<file path="src/rv_machine_pkg.sv">
`default_nettype none

package rv_machine_pkg;

    localparam int xlen = 32;

    typedef logic [xlen-1:0] xlen_t;
    typedef logic [11:0] csr_addr_t;
    typedef logic [3:0] axi_addr_t;

    // none means no csr access on this beat
    typedef enum logic [1:0] {
        none = 2'b00,
        rw   = 2'b01,
        rs   = 2'b10,
        rc   = 2'b11
    } csr_op_e;

    // machine csr addresses
    localparam csr_addr_t csr_mstatus   = 12'h300;
    localparam csr_addr_t csr_misa      = 12'h301;
    localparam csr_addr_t csr_mie       = 12'h304;
    localparam csr_addr_t csr_mtvec     = 12'h305;
    localparam csr_addr_t csr_mscratch  = 12'h340;
    localparam csr_addr_t csr_mepc      = 12'h341;
    localparam csr_addr_t csr_mcause    = 12'h342;
    localparam csr_addr_t csr_mip       = 12'h344;
    localparam csr_addr_t csr_mcycle    = 12'hb00;
    localparam csr_addr_t csr_minstret  = 12'hb02;
    localparam csr_addr_t csr_mvendorid = 12'hf11;
    localparam csr_addr_t csr_marchid   = 12'hf12;
    localparam csr_addr_t csr_mimpid    = 12'hf13;
    localparam csr_addr_t csr_mhartid   = 12'hf14;

    localparam xlen_t cause_ecall  = 32'd11;
    localparam xlen_t cause_ebreak = 32'd3;
    localparam xlen_t cause_mtimer = 32'h8000_0007;

    // clint register offsets
    localparam axi_addr_t off_mtime_lo    = 4'h0;
    localparam axi_addr_t off_mtime_hi    = 4'h4;
    localparam axi_addr_t off_mtimecmp_lo = 4'h8;
    localparam axi_addr_t off_mtimecmp_hi = 4'hc;

    localparam int mstatus_mie  = 3;
    localparam int mstatus_mpie = 7;
    localparam int mip_mtip     = 7;
    localparam int mie_mtie     = 7;

endpackage

`default_nettype wire
</file>
<file path="src/trap_event_if.sv">
`default_nettype none
`timescale 1ns/100ps

interface trap_event_if;

    // driven by trap control
    logic                  take_trap;
    rv_machine_pkg::xlen_t trap_cause;
    rv_machine_pkg::xlen_t trap_epc;
    logic                  do_mret;

    // driven by the csr file
    rv_machine_pkg::xlen_t mtvec;
    rv_machine_pkg::xlen_t mepc;
    logic                  irq_enabled;

    modport ctrl (
        output take_trap,
        output trap_cause,
        output trap_epc,
        output do_mret,
        input  mtvec,
        input  mepc,
        input  irq_enabled
    );

    modport csr (
        input  take_trap,
        input  trap_cause,
        input  trap_epc,
        input  do_mret,
        output mtvec,
        output mepc,
        output irq_enabled
    );

endinterface

`default_nettype wire

</file>
<file path="src/machine_ctrl_top.sv">
`default_nettype none
`timescale 1ns/100ps

module machine_ctrl_top #(
    parameter rv_machine_pkg::xlen_t hart_id = '0
) (
    input  wire logic                      clk,
    input  wire logic                      rst,

    // commit beat
    input  wire logic                      inst_valid,
    input  wire rv_machine_pkg::xlen_t     inst_pc,
    input  wire rv_machine_pkg::csr_op_e   csr_op,
    input  wire rv_machine_pkg::csr_addr_t csr_addr,
    input  wire rv_machine_pkg::xlen_t     csr_wdata,
    input  wire logic                      inst_ecall,
    input  wire logic                      inst_ebreak,
    input  wire logic                      inst_mret,
    output rv_machine_pkg::xlen_t          csr_rdata,
    output logic                           redirect,
    output rv_machine_pkg::xlen_t          redirect_pc,

    // axi4-lite timer port
    input  wire rv_machine_pkg::axi_addr_t awaddr,
    input  wire logic                      awvalid,
    output logic                           awready,
    input  wire rv_machine_pkg::xlen_t     wdata,
    input  wire logic [3:0]                wstrb,
    input  wire logic                      wvalid,
    output logic                           wready,
    output logic [1:0]                     bresp,
    output logic                           bvalid,
    input  wire logic                      bready,
    input  wire rv_machine_pkg::axi_addr_t araddr,
    input  wire logic                      arvalid,
    output logic                           arready,
    output rv_machine_pkg::xlen_t          rdata,
    output logic [1:0]                     rresp,
    output logic                           rvalid,
    input  wire logic                      rready
);

    logic mtip;

    trap_event_if ev ();

    csr_file #(
        .hart_id (hart_id)
    ) u_csr_file (
        .clk        (clk),
        .rst        (rst),
        .inst_valid (inst_valid),
        .csr_op     (csr_op),
        .csr_addr   (csr_addr),
        .csr_wdata  (csr_wdata),
        .csr_rdata  (csr_rdata),
        .mtip       (mtip),
        .ev         (ev.csr)
    );

    trap_ctrl u_trap_ctrl (
        .inst_valid  (inst_valid),
        .inst_pc     (inst_pc),
        .inst_ecall  (inst_ecall),
        .inst_ebreak (inst_ebreak),
        .inst_mret   (inst_mret),
        .mtip        (mtip),
        .redirect    (redirect),
        .redirect_pc (redirect_pc),
        .ev          (ev.ctrl)
    );

    clint_timer u_clint_timer (
        .clk     (clk),
        .rst     (rst),
        .awaddr  (awaddr),
        .awvalid (awvalid),
        .awready (awready),
        .wdata   (wdata),
        .wstrb   (wstrb),
        .wvalid  (wvalid),
        .wready  (wready),
        .bresp   (bresp),
        .bvalid  (bvalid),
        .bready  (bready),
        .araddr  (araddr),
        .arvalid (arvalid),
        .arready (arready),
        .rdata   (rdata),
        .rresp   (rresp),
        .rvalid  (rvalid),
        .rready  (rready),
        .mtip    (mtip)
    );

endmodule

`default_nettype wire

</file>
<file path="src/clint_timer.sv">
`default_nettype none
`timescale 1ns/100ps

module clint_timer (
    input  wire logic                      clk,
    input  wire logic                      rst,

    input  wire rv_machine_pkg::axi_addr_t awaddr,
    input  wire logic                      awvalid,
    output logic                           awready,
    input  wire rv_machine_pkg::xlen_t     wdata,
    input  wire logic [3:0]                wstrb,
    input  wire logic                      wvalid,
    output logic                           wready,
    output logic [1:0]                     bresp,
    output logic                           bvalid,
    input  wire logic                      bready,

    input  wire rv_machine_pkg::axi_addr_t araddr,
    input  wire logic                      arvalid,
    output logic                           arready,
    output rv_machine_pkg::xlen_t          rdata,
    output logic [1:0]                     rresp,
    output logic                           rvalid,
    input  wire logic                      rready,

    output logic                           mtip
);

    logic [63:0]           mtime;
    logic [63:0]           mtime_next;
    logic [63:0]           mtimecmp;
    logic                  wr_fire;
    logic                  rd_fire;
    logic                  rd_en;
    rv_machine_pkg::xlen_t rd_word;

    function automatic rv_machine_pkg::xlen_t merge_bytes(
        input rv_machine_pkg::xlen_t old_word,
        input rv_machine_pkg::xlen_t new_word,
        input logic [3:0]            strb
    );
        rv_machine_pkg::xlen_t res;
        res = old_word;
        for (int i = 0; i < 4; i++) begin
            if (strb[i]) begin
                res[8*i +: 8] = new_word[8*i +: 8];
            end
        end
        return res;
    endfunction

    // address and data must arrive together
    assign wr_fire = awvalid && wvalid && !bvalid;
    assign awready = wr_fire;
    assign wready  = wr_fire;
    assign bresp   = 2'b00;

    assign arready = rd_en && !rvalid;
    assign rd_fire = arvalid && arready;
    assign rresp   = 2'b00;

    always_comb begin
        mtime_next = mtime + 64'd1;
        if (wr_fire && awaddr == rv_machine_pkg::off_mtime_lo) begin
            mtime_next[31:0] = merge_bytes(mtime[31:0], wdata, wstrb);
        end
        if (wr_fire && awaddr == rv_machine_pkg::off_mtime_hi) begin
            mtime_next[63:32] = merge_bytes(mtime[63:32], wdata, wstrb);
        end
    end

    always_comb begin
        case (araddr)
            rv_machine_pkg::off_mtime_lo:    rd_word = mtime[31:0];
            rv_machine_pkg::off_mtime_hi:    rd_word = mtime[63:32];
            rv_machine_pkg::off_mtimecmp_lo: rd_word = mtimecmp[31:0];
            rv_machine_pkg::off_mtimecmp_hi: rd_word = mtimecmp[63:32];
            default:                         rd_word = '0;
        endcase
    end

    always_ff @(posedge clk) begin
        if (rst) begin
            mtime    <= '0;
            mtimecmp <= '1;
            mtip     <= 1'b0;
        end else begin
            mtime <= mtime_next;
            if (wr_fire && awaddr == rv_machine_pkg::off_mtimecmp_lo) begin
                mtimecmp[31:0] <= merge_bytes(mtimecmp[31:0], wdata, wstrb);
            end
            if (wr_fire && awaddr == rv_machine_pkg::off_mtimecmp_hi) begin
                mtimecmp[63:32] <= merge_bytes(mtimecmp[63:32], wdata, wstrb);
            end
            mtip <= mtime >= mtimecmp;
        end
    end

    // response channels
    always_ff @(posedge clk) begin
        if (rst) begin
            bvalid <= 1'b0;
            rvalid <= 1'b0;
            rd_en  <= 1'b0;
        end else begin
            rd_en <= 1'b1;
            if (wr_fire) begin
                bvalid <= 1'b1;
            end else if (bready) begin
                bvalid <= 1'b0;
            end
            if (rd_fire) begin
                rvalid <= 1'b1;
            end else if (rready) begin
                rvalid <= 1'b0;
            end
        end
    end

    always_ff @(posedge clk) begin
        if (rd_fire) begin
            rdata <= rd_word;
        end
    end

    a_bvalid_held: assert property (
        @(posedge clk) disable iff (rst) bvalid && !bready |=> bvalid
    ) else $error("bvalid dropped before bready");

    a_rvalid_held: assert property (
        @(posedge clk) disable iff (rst) rvalid && !rready |=> rvalid && $stable(rdata)
    ) else $error("read response changed before rready");

endmodule

`default_nettype wire

</file>
<file path="src/trap_ctrl.sv">
`default_nettype none
`timescale 1ns/100ps

module trap_ctrl (
    input  wire logic                  inst_valid,
    input  wire rv_machine_pkg::xlen_t inst_pc,
    input  wire logic                  inst_ecall,
    input  wire logic                  inst_ebreak,
    input  wire logic                  inst_mret,
    input  wire logic                  mtip,
    output logic                       redirect,
    output rv_machine_pkg::xlen_t      redirect_pc,
    trap_event_if.ctrl                 ev
);

    logic exc;
    logic irq;
    logic ret;

    // exceptions first, then the timer, mret last
    assign exc = inst_valid && (inst_ecall || inst_ebreak);
    assign irq = inst_valid && mtip && ev.irq_enabled && !exc;
    assign ret = inst_valid && inst_mret && !exc && !irq;

    always_comb begin
        if (inst_ecall) begin
            ev.trap_cause = rv_machine_pkg::cause_ecall;
        end else if (inst_ebreak) begin
            ev.trap_cause = rv_machine_pkg::cause_ebreak;
        end else begin
            ev.trap_cause = rv_machine_pkg::cause_mtimer;
        end
    end

    assign ev.take_trap = exc || irq;
    assign ev.do_mret   = ret;
    // pc of the beat that did not retire
    assign ev.trap_epc  = inst_pc;

    assign redirect    = exc || irq || ret;
    assign redirect_pc = (exc || irq) ? ev.mtvec : ev.mepc;

endmodule

`default_nettype wire

</file>
<file path="src/csr_file.sv">
`default_nettype none
`timescale 1ns/100ps

module csr_file #(
    parameter rv_machine_pkg::xlen_t hart_id = '0
) (
    input  wire logic                      clk,
    input  wire logic                      rst,
    input  wire logic                      inst_valid,
    input  wire rv_machine_pkg::csr_op_e   csr_op,
    input  wire rv_machine_pkg::csr_addr_t csr_addr,
    input  wire rv_machine_pkg::xlen_t     csr_wdata,
    output rv_machine_pkg::xlen_t          csr_rdata,
    input  wire logic                      mtip,
    trap_event_if.csr                      ev
);

    // rv32i, mxl = 1
    localparam rv_machine_pkg::xlen_t misa_value = 32'h4000_0100;
    localparam rv_machine_pkg::xlen_t mstatus_mask =
        (rv_machine_pkg::xlen_t'(1) << rv_machine_pkg::mstatus_mie) |
        (rv_machine_pkg::xlen_t'(1) << rv_machine_pkg::mstatus_mpie);
    localparam rv_machine_pkg::xlen_t mie_mask =
        rv_machine_pkg::xlen_t'(1) << rv_machine_pkg::mie_mtie;

    rv_machine_pkg::xlen_t mstatus;
    rv_machine_pkg::xlen_t mie;
    rv_machine_pkg::xlen_t mtvec;
    rv_machine_pkg::xlen_t mscratch;
    rv_machine_pkg::xlen_t mepc;
    rv_machine_pkg::xlen_t mcause;
    rv_machine_pkg::xlen_t mcycle;
    rv_machine_pkg::xlen_t minstret;
    rv_machine_pkg::xlen_t mip;

    rv_machine_pkg::xlen_t old_val;
    rv_machine_pkg::xlen_t wr_val;
    logic                  wr_en;

    always_comb begin
        mip = '0;
        mip[rv_machine_pkg::mip_mtip] = mtip;
    end

    always_comb begin
        case (csr_addr)
            rv_machine_pkg::csr_mstatus:   old_val = mstatus;
            rv_machine_pkg::csr_misa:      old_val = misa_value;
            rv_machine_pkg::csr_mie:       old_val = mie;
            rv_machine_pkg::csr_mtvec:     old_val = mtvec;
            rv_machine_pkg::csr_mscratch:  old_val = mscratch;
            rv_machine_pkg::csr_mepc:      old_val = mepc;
            rv_machine_pkg::csr_mcause:    old_val = mcause;
            rv_machine_pkg::csr_mip:       old_val = mip;
            rv_machine_pkg::csr_mcycle:    old_val = mcycle;
            rv_machine_pkg::csr_minstret:  old_val = minstret;
            rv_machine_pkg::csr_mvendorid: old_val = '0;
            rv_machine_pkg::csr_marchid:   old_val = '0;
            rv_machine_pkg::csr_mimpid:    old_val = '0;
            rv_machine_pkg::csr_mhartid:   old_val = hart_id;
            default:                       old_val = '0;
        endcase
    end

    always_comb begin
        case (csr_op)
            rv_machine_pkg::rw: wr_val = csr_wdata;
            rv_machine_pkg::rs: wr_val = old_val | csr_wdata;
            rv_machine_pkg::rc: wr_val = old_val & ~csr_wdata;
            default:            wr_val = old_val;
        endcase
    end

    // an interrupted beat does not retire, so its write is dropped
    assign wr_en = inst_valid && csr_op != rv_machine_pkg::none && !ev.take_trap;

    assign csr_rdata      = old_val;
    assign ev.mtvec       = mtvec;
    assign ev.mepc        = mepc;
    assign ev.irq_enabled = mstatus[rv_machine_pkg::mstatus_mie] &&
                            mie[rv_machine_pkg::mie_mtie];

    always_ff @(posedge clk) begin
        if (rst) begin
            mstatus <= '0;
        end else if (ev.take_trap) begin
            mstatus[rv_machine_pkg::mstatus_mpie] <= mstatus[rv_machine_pkg::mstatus_mie];
            mstatus[rv_machine_pkg::mstatus_mie]  <= 1'b0;
        end else if (ev.do_mret) begin
            mstatus[rv_machine_pkg::mstatus_mie]  <= mstatus[rv_machine_pkg::mstatus_mpie];
            mstatus[rv_machine_pkg::mstatus_mpie] <= 1'b1;
        end else if (wr_en && csr_addr == rv_machine_pkg::csr_mstatus) begin
            mstatus <= wr_val & mstatus_mask;
        end
    end

    always_ff @(posedge clk) begin
        if (rst) begin
            mepc   <= '0;
            mcause <= '0;
        end else if (ev.take_trap) begin
            mepc   <= ev.trap_epc;
            mcause <= ev.trap_cause;
        end else if (wr_en) begin
            if (csr_addr == rv_machine_pkg::csr_mepc) begin
                mepc <= wr_val;
            end
            if (csr_addr == rv_machine_pkg::csr_mcause) begin
                mcause <= wr_val;
            end
        end
    end

    always_ff @(posedge clk) begin
        if (rst) begin
            mie      <= mie_mask;
            mtvec    <= '0;
            mscratch <= '0;
        end else if (wr_en) begin
            case (csr_addr)
                rv_machine_pkg::csr_mie:      mie      <= wr_val & mie_mask;
                // vector base is word aligned, direct mode only
                rv_machine_pkg::csr_mtvec:    mtvec    <= wr_val & ~32'h3;
                rv_machine_pkg::csr_mscratch: mscratch <= wr_val;
                default: ;
            endcase
        end
    end

    // counters
    always_ff @(posedge clk) begin
        if (rst) begin
            mcycle   <= '0;
            minstret <= '0;
        end else begin
            if (wr_en && csr_addr == rv_machine_pkg::csr_mcycle) begin
                mcycle <= wr_val;
            end else begin
                mcycle <= mcycle + 1'b1;
            end
            if (wr_en && csr_addr == rv_machine_pkg::csr_minstret) begin
                minstret <= wr_val;
            end else if (inst_valid && !ev.take_trap) begin
                minstret <= minstret + 1'b1;
            end
        end
    end

    a_trap_mret_exclusive: assert property (
        @(posedge clk) disable iff (rst) !(ev.take_trap && ev.do_mret)
    ) else $error("trap and mret in the same beat");

endmodule

`default_nettype wire

</file>
<file path="config.mk">
export PLATFORM = sky130hd
export DESIGN_NAME = machine_ctrl_top
export DESIGN_NICKNAME = d
export VERILOG_FILES = /design/src/rv_machine_pkg.sv /design/src/trap_event_if.sv /design/src/machine_ctrl_top.sv /design/src/clint_timer.sv /design/src/trap_ctrl.sv /design/src/csr_file.sv
export SDC_FILE = /design/constraint.sdc
export NUM_CORES = 1
export LEC_CHECK = 0
export BUFFER_PORTS_ARGS = -buffer_cell sky130_fd_sc_hd__buf_2
export CAP_MARGIN = 10
export CORE_MARGIN = 5
export CORE_UTILIZATION = 44
export DETAILED_ROUTE_END_ITERATION = 16
export GPL_TIMING_DRIVEN = 0
export SYNTH_ARGS = -nofsm -noshare
export SYNTH_HDL_FRONTEND = slang
export SYNTH_HIERARCHICAL = 1
export SYNTH_SLANG_ARGS = --single-unit
</file>
<file path="constraint.sdc">
create_clock -name clk -period 4.1 [get_ports clk]
set_input_delay 0.615 -clock clk [delete_from_list [all_inputs] [get_ports clk]]
set_output_delay 0.615 -clock clk [all_outputs]
set_load 0.05 [all_outputs]
</file>
; ---- Word level (Yosys, flattened, before mapping)
; Index checks and enable logic that the tools add are counted.
; Widths: inputs -> output; s select.
[op_classes]
n_reduce_logical = 55
addsub = 3
eq_ne = 27
mux = 30
magnitude_cmp = 1
n_bitwise = 3
[ops]
columns = op, n
row1 = $mux 32, 14
row2 = $pmux 32 s10, 1
row3 = $pmux 32 s4, 1
row4 = $eq 12x10->1 const B, 8
row5 = $pmux 32 s3, 1
row6 = $add 32x1->32 const B, 2
row7 = $add 64x1->64 const B, 1
row8 = $ge 64x64->1, 1
row9 = $mux 8, 5
row10 = $and 32x32->32, 1
row11 = $not 32->32, 1
row12 = $or 32x32->32, 1
row13 = $reduce_and 2->1, 13
row14 = $eq 12x12->1 const B, 2
row15 = $logic_and 1x1->1, 22
row16 = $eq 4x4->1 const B, 4
row17 = $ne 2x2->1 const B, 8
row18 = $reduce_bool 2->1, 8
row19 = $eq 4x3->1 const B, 2
row20 = $logic_not 4->1, 2
row21 = $mux 1, 8
row22 = $logic_not 1->1, 5
row23 = $eq 2x2->1 const B, 2
row24 = $logic_or 1x1->1, 3
row25 = 3 further kinds, 3
[totals]
in_bits = 133
word_cells = 149
regBits = 357
output_inout_bits = 106

; ---- Logic depth before layout (Yosys ltp)
[logic_depth]
depth_word = 11
mapped_depth = 16
mapped_depth_nobuf = 10

; ---- Hierarchy
; Netlist, hierarchy kept.
[by_module_without_submodules]
columns = mod, instances, area_each_um2, seq_area_each_um2, cells_each
row1 = csr_file, 1, 11378.4, 3863.7, 1423
row2 = clint_timer, 1, 9641.7, 3603.5, 1145
row3 = trap_ctrl, 1, 1069.8, 0.0, 107

; ---- Worst setup path after synthesis
; Ideal clock, no wire load.
[synth_timing]
path_type = input -> output
startpoint = in csr_addr[6]
endpoint = out csr_rdata[1]
stages = 6
n_path_buf = 4
t_arrival_ns = 3.368
required_time_ns = 3.485
setup_slack_ns = 0.117
path_cell_list = buf_6 -> or4_4 -> buf_6 -> buf_6 -> buf_2 -> o41ai_1
[synth_via]
elab_chain_len = 2
elab_cells_between_ends = 11
classes_between = eq/ne (10) / mux (1)
[synth_rtl]
columns = item, line_no
row1 = start: declaration, machine_ctrl_top.sv:14  ; input wire rv_machine_pkg::csr_addr_t csr_addr,
row2 = $eq 12x12->1 or $eq 12x10->1 (tied branches), csr_file.sv:46  ; case (csr_addr)
row3 = $pmux 32 s10 (*), csr_file.sv:46
row4 = end: declaration, machine_ctrl_top.sv:19  ; output rv_machine_pkg::xlen_t csr_rdata,
; Mark *: on every way between the ends. The rest lies on a longest branch, timed or not.

; ---- Worst setup path after layout
[layout_timing]
startpoint = in csr_addr[0]
endpoint = out csr_rdata[6]
; The elaborated chain is that of the path after synthesis.

==> out/results.tsv <==
metric	value	unit
worstSetupPathType	in2out	
regToRegSetupSlack	170	ps
drive_gt1_share	16.4	%
vias_per_cell	6.31	
drt-initial-drc-count	2303	
status	completed	
syn_inst	2675	
whs_path_depth	3	
synth.most_common_cell	dfxtp_1	
comb_power_share	12.9	%
swShare	28.3	%
relSlewSlack	2.17	%
tritoncts	yes	
clk_latency	590	ps
synthTopCellsByArea	dfxtp_1, nand2_1, edfxtp_1, ha_1, a21oi_1	
design.portCount	239	
path_cells	clkbuf_1, buf_2, buf_1, mux2i_1, o2bb2ai_1, a222oi_1, inv_1, buf_2	
hpwlAfterDp	79900	um
h-tree-depth	2	
synth.distinct_cells	96	
synth_edf_count	32	
place_congestion	1.03	
end_kind	primary output	
min_period	3990	ps
cp-start-kind	primary input	
finClkSkew	35.1	ps
yosysSeqAreaShare	33.8	%
period_share	97.2	%
async_reset_ff_share	0	%
post-route-util	51.3	%
rr_startpoint	u_csr_file/mstatus[3]$_SDFFE_PP0P_	
post-route-drc-count	0	
grt_overflow	0	
slew_viol_final	0	
rsz0062_at_grt	no	
cp_slowest_cell	buf_1	
worst_pin_slew	1470	ps
synth_top_area_share	29.5	%
p_clk_share	45.0	%
initial_core_util	44.3	%
ant_nets	0	
ys_warn_count	6	
grt_use_total	36.6	%
power_per_cell_area	342	mW/mm^2
routed_wl	104000	um
firstDrtPassIters	8	
die_height	234	um
power_leakage	10.4	nW
placed_cell_area	0.0241	mm^2
port_buffers	198	
nNetsFinal	3155	
setup_viol	0	
switchingPower	0.00248	W
hold_start	bready	
grt_max_degree	34	
cts_buffers	43	
hp-class	in2reg	
irDropWorstVdd	292	uV
crit_family	buffers and inverters	
finalHoldViolCount	0	
syn_area_per_cell	8.26	um^2
cp_max_fo	10	
p_seq_share	42.1	%
clockBufferDepth	3	
netlist_area	0.0221	mm^2
synth_top_area_cell	dfxtp_1	
min_to	u_clint_timer/bvalid$_SDFFE_PP0P_	
grt_pass1_vias	21900	
syn_to_final_growth	15.8	%
max_clock_freq	251	MHz
clkSlewWorstSetupHoldPaths	60	ps
fillCellCount	4933	
crit_top_cell	buf_2	
cts_setup_buffers	0	
ys_ff_latch	357	
grt_pass1_wl	148000	um
rows	82	
p_int	0.00627	W
critical_path_buf_inv_count	5	
design_area	0.0256	mm^2
die_area	0.0548	mm^2
p_total	0.00875	W
r2r_cells	14	
cp.arrival	3370	ps
vias	23100	
die_w	234	um
cap_violations	0	
cp.required	3480	ps
hold_buffers	0	
cts-root-buf	clkbuf_16	
coreArea	0.0499	mm^2
clock_sinks	357	
antenna_found_initial	1	
r2r-end	u_csr_file/ev.mtvec[24]$_SDFFE_PP0P_	
synth_common_cells	dfxtp_1, nand2_1, nor2_1	
wl_per_cell	28.5	um
cp_slowest_stage_delay	740	ps
synth_ff_type	dfxtp_1	
fin_setup_tns	0	ps
[tightest hold or removal path, stage by stage]
cell,delay (ps)
buf_2,70
nand2b_1,80
a21oi_1,50
[worst max path at each step]
stage | slack, ps | to | cells past startpoint | startpoint
after detailed placement | -790 | u_csr_file/ev.mtvec[10]$_SDFFE_PP0P_ | 14 | inst_ebreak
final | 110 | csr_rdata[6] | 8 | csr_addr[0]
after floorplan | 120 | csr_rdata[1] | 6 | csr_addr[6]
after global placement | -1070 | u_csr_file/ev.mepc[13]$_SDFFE_PP0P_ | 9 | csr_addr[3]
after CTS | 80 | csr_rdata[19] | 8 | csr_addr[2]
after global routing | 50 | csr_rdata[5] | 8 | csr_addr[0]
[sequential cells by signal (all words and copies together) (netlist names), 2 cells and up]
signal and flops:
u_csr_file/mcycle 32, u_csr_file/ev.mtvec 30, u_csr_file/mstatus 2, u_clint_timer/mtimecmp 64
u_clint_timer/mtime 64, u_csr_file/mscratch 32, u_clint_timer/rdata 32, u_csr_file/ev.mepc 32
u_csr_file/minstret 32, u_csr_file/mcause 32
[kinds of logic after synthesis]
family                     share of synthesized area [%]
xor gates and xnor gates                            3.09
and+or+nand+nor                                     20.7
adders and majority gates                           3.79
buffers and inverters                               8.23
DFF                                                 33.8
other                                             0.0679
muxes                                               6.28
AOI/OAI and AO/OA                                   24.1
[layer usage]
| metal | GRT usage (%) | vias to the layer above | wire, um |
|---|---|---|---|
| met5 | 0 | - | 0 |
| met4 | 24.2 | 0 | 7820 |
| met3 | 6.20 | 279 | 9200 |
| met2 | 57.5 | 1330 | 46400 |
| met1 | 46.2 | 11200 | 40900 |
| li1 | - | 10400 | - |
[power groups by stage]
stage	logic (W)	registers (W)	clock network, W
global route	0.00117	0.00369	0.00413
CTS	0.00110	0.00368	0.00401
finish	0.00113	0.00368	0.00394
detailed placement	0.00109	0.00375	0
global placement	0.00108	0.00375	0
floorplan	0.000618	0.00377	0
[metrics by stage]
stage,setup WS (ps),hold slack (ps),instances
4_1_cts,80.6,242,3661
3_3_place_gp,-1070,437,3576
6_report,113,272,3664
3_5_place_dp,-787,446,3582
5_1_grt,47.3,271,3661
2_1_floorplan,117,431,2706
[timing repair]
item / in CTS / in global routing
gates resized for setup: 4 / 5
endpoints found under the setup margin: 33 / 12
hold endpoints to repair: 0 / 0
[placed cells by master (no fill, tap or decap), types with 74 or more instances in the layout]
cell      count
inv_1       117
nand2_1     324
buf_2       218
nand3_1      82
buf_4        77
clkbuf_1    162
nor2_1      163
o211ai_1     74
o21ai_0      74
a21oi_1     150
dfxtp_1     325
[layout make-up]
| type | count | area, um^2 | share of cell area [%] |
|---|---|---|---|
| clock inverter | 22 | 224 | 0.875 |
| multi-input combinational | 1964 | 13000 | 50.7 |
| antenna | 3 | 7.51 | 0.0293 |
| buffer | 267 | 1380 | 5.40 |
| tap | 672 | 841 | 3.29 |
| inverter | 118 | 443 | 1.73 |
| clock buffer | 57 | 1210 | 4.73 |
| timing repair buffer | 204 | 1040 | 4.07 |
| sequential | 357 | 7470 | 29.2 |
Power figures use the tool's default switching activity.
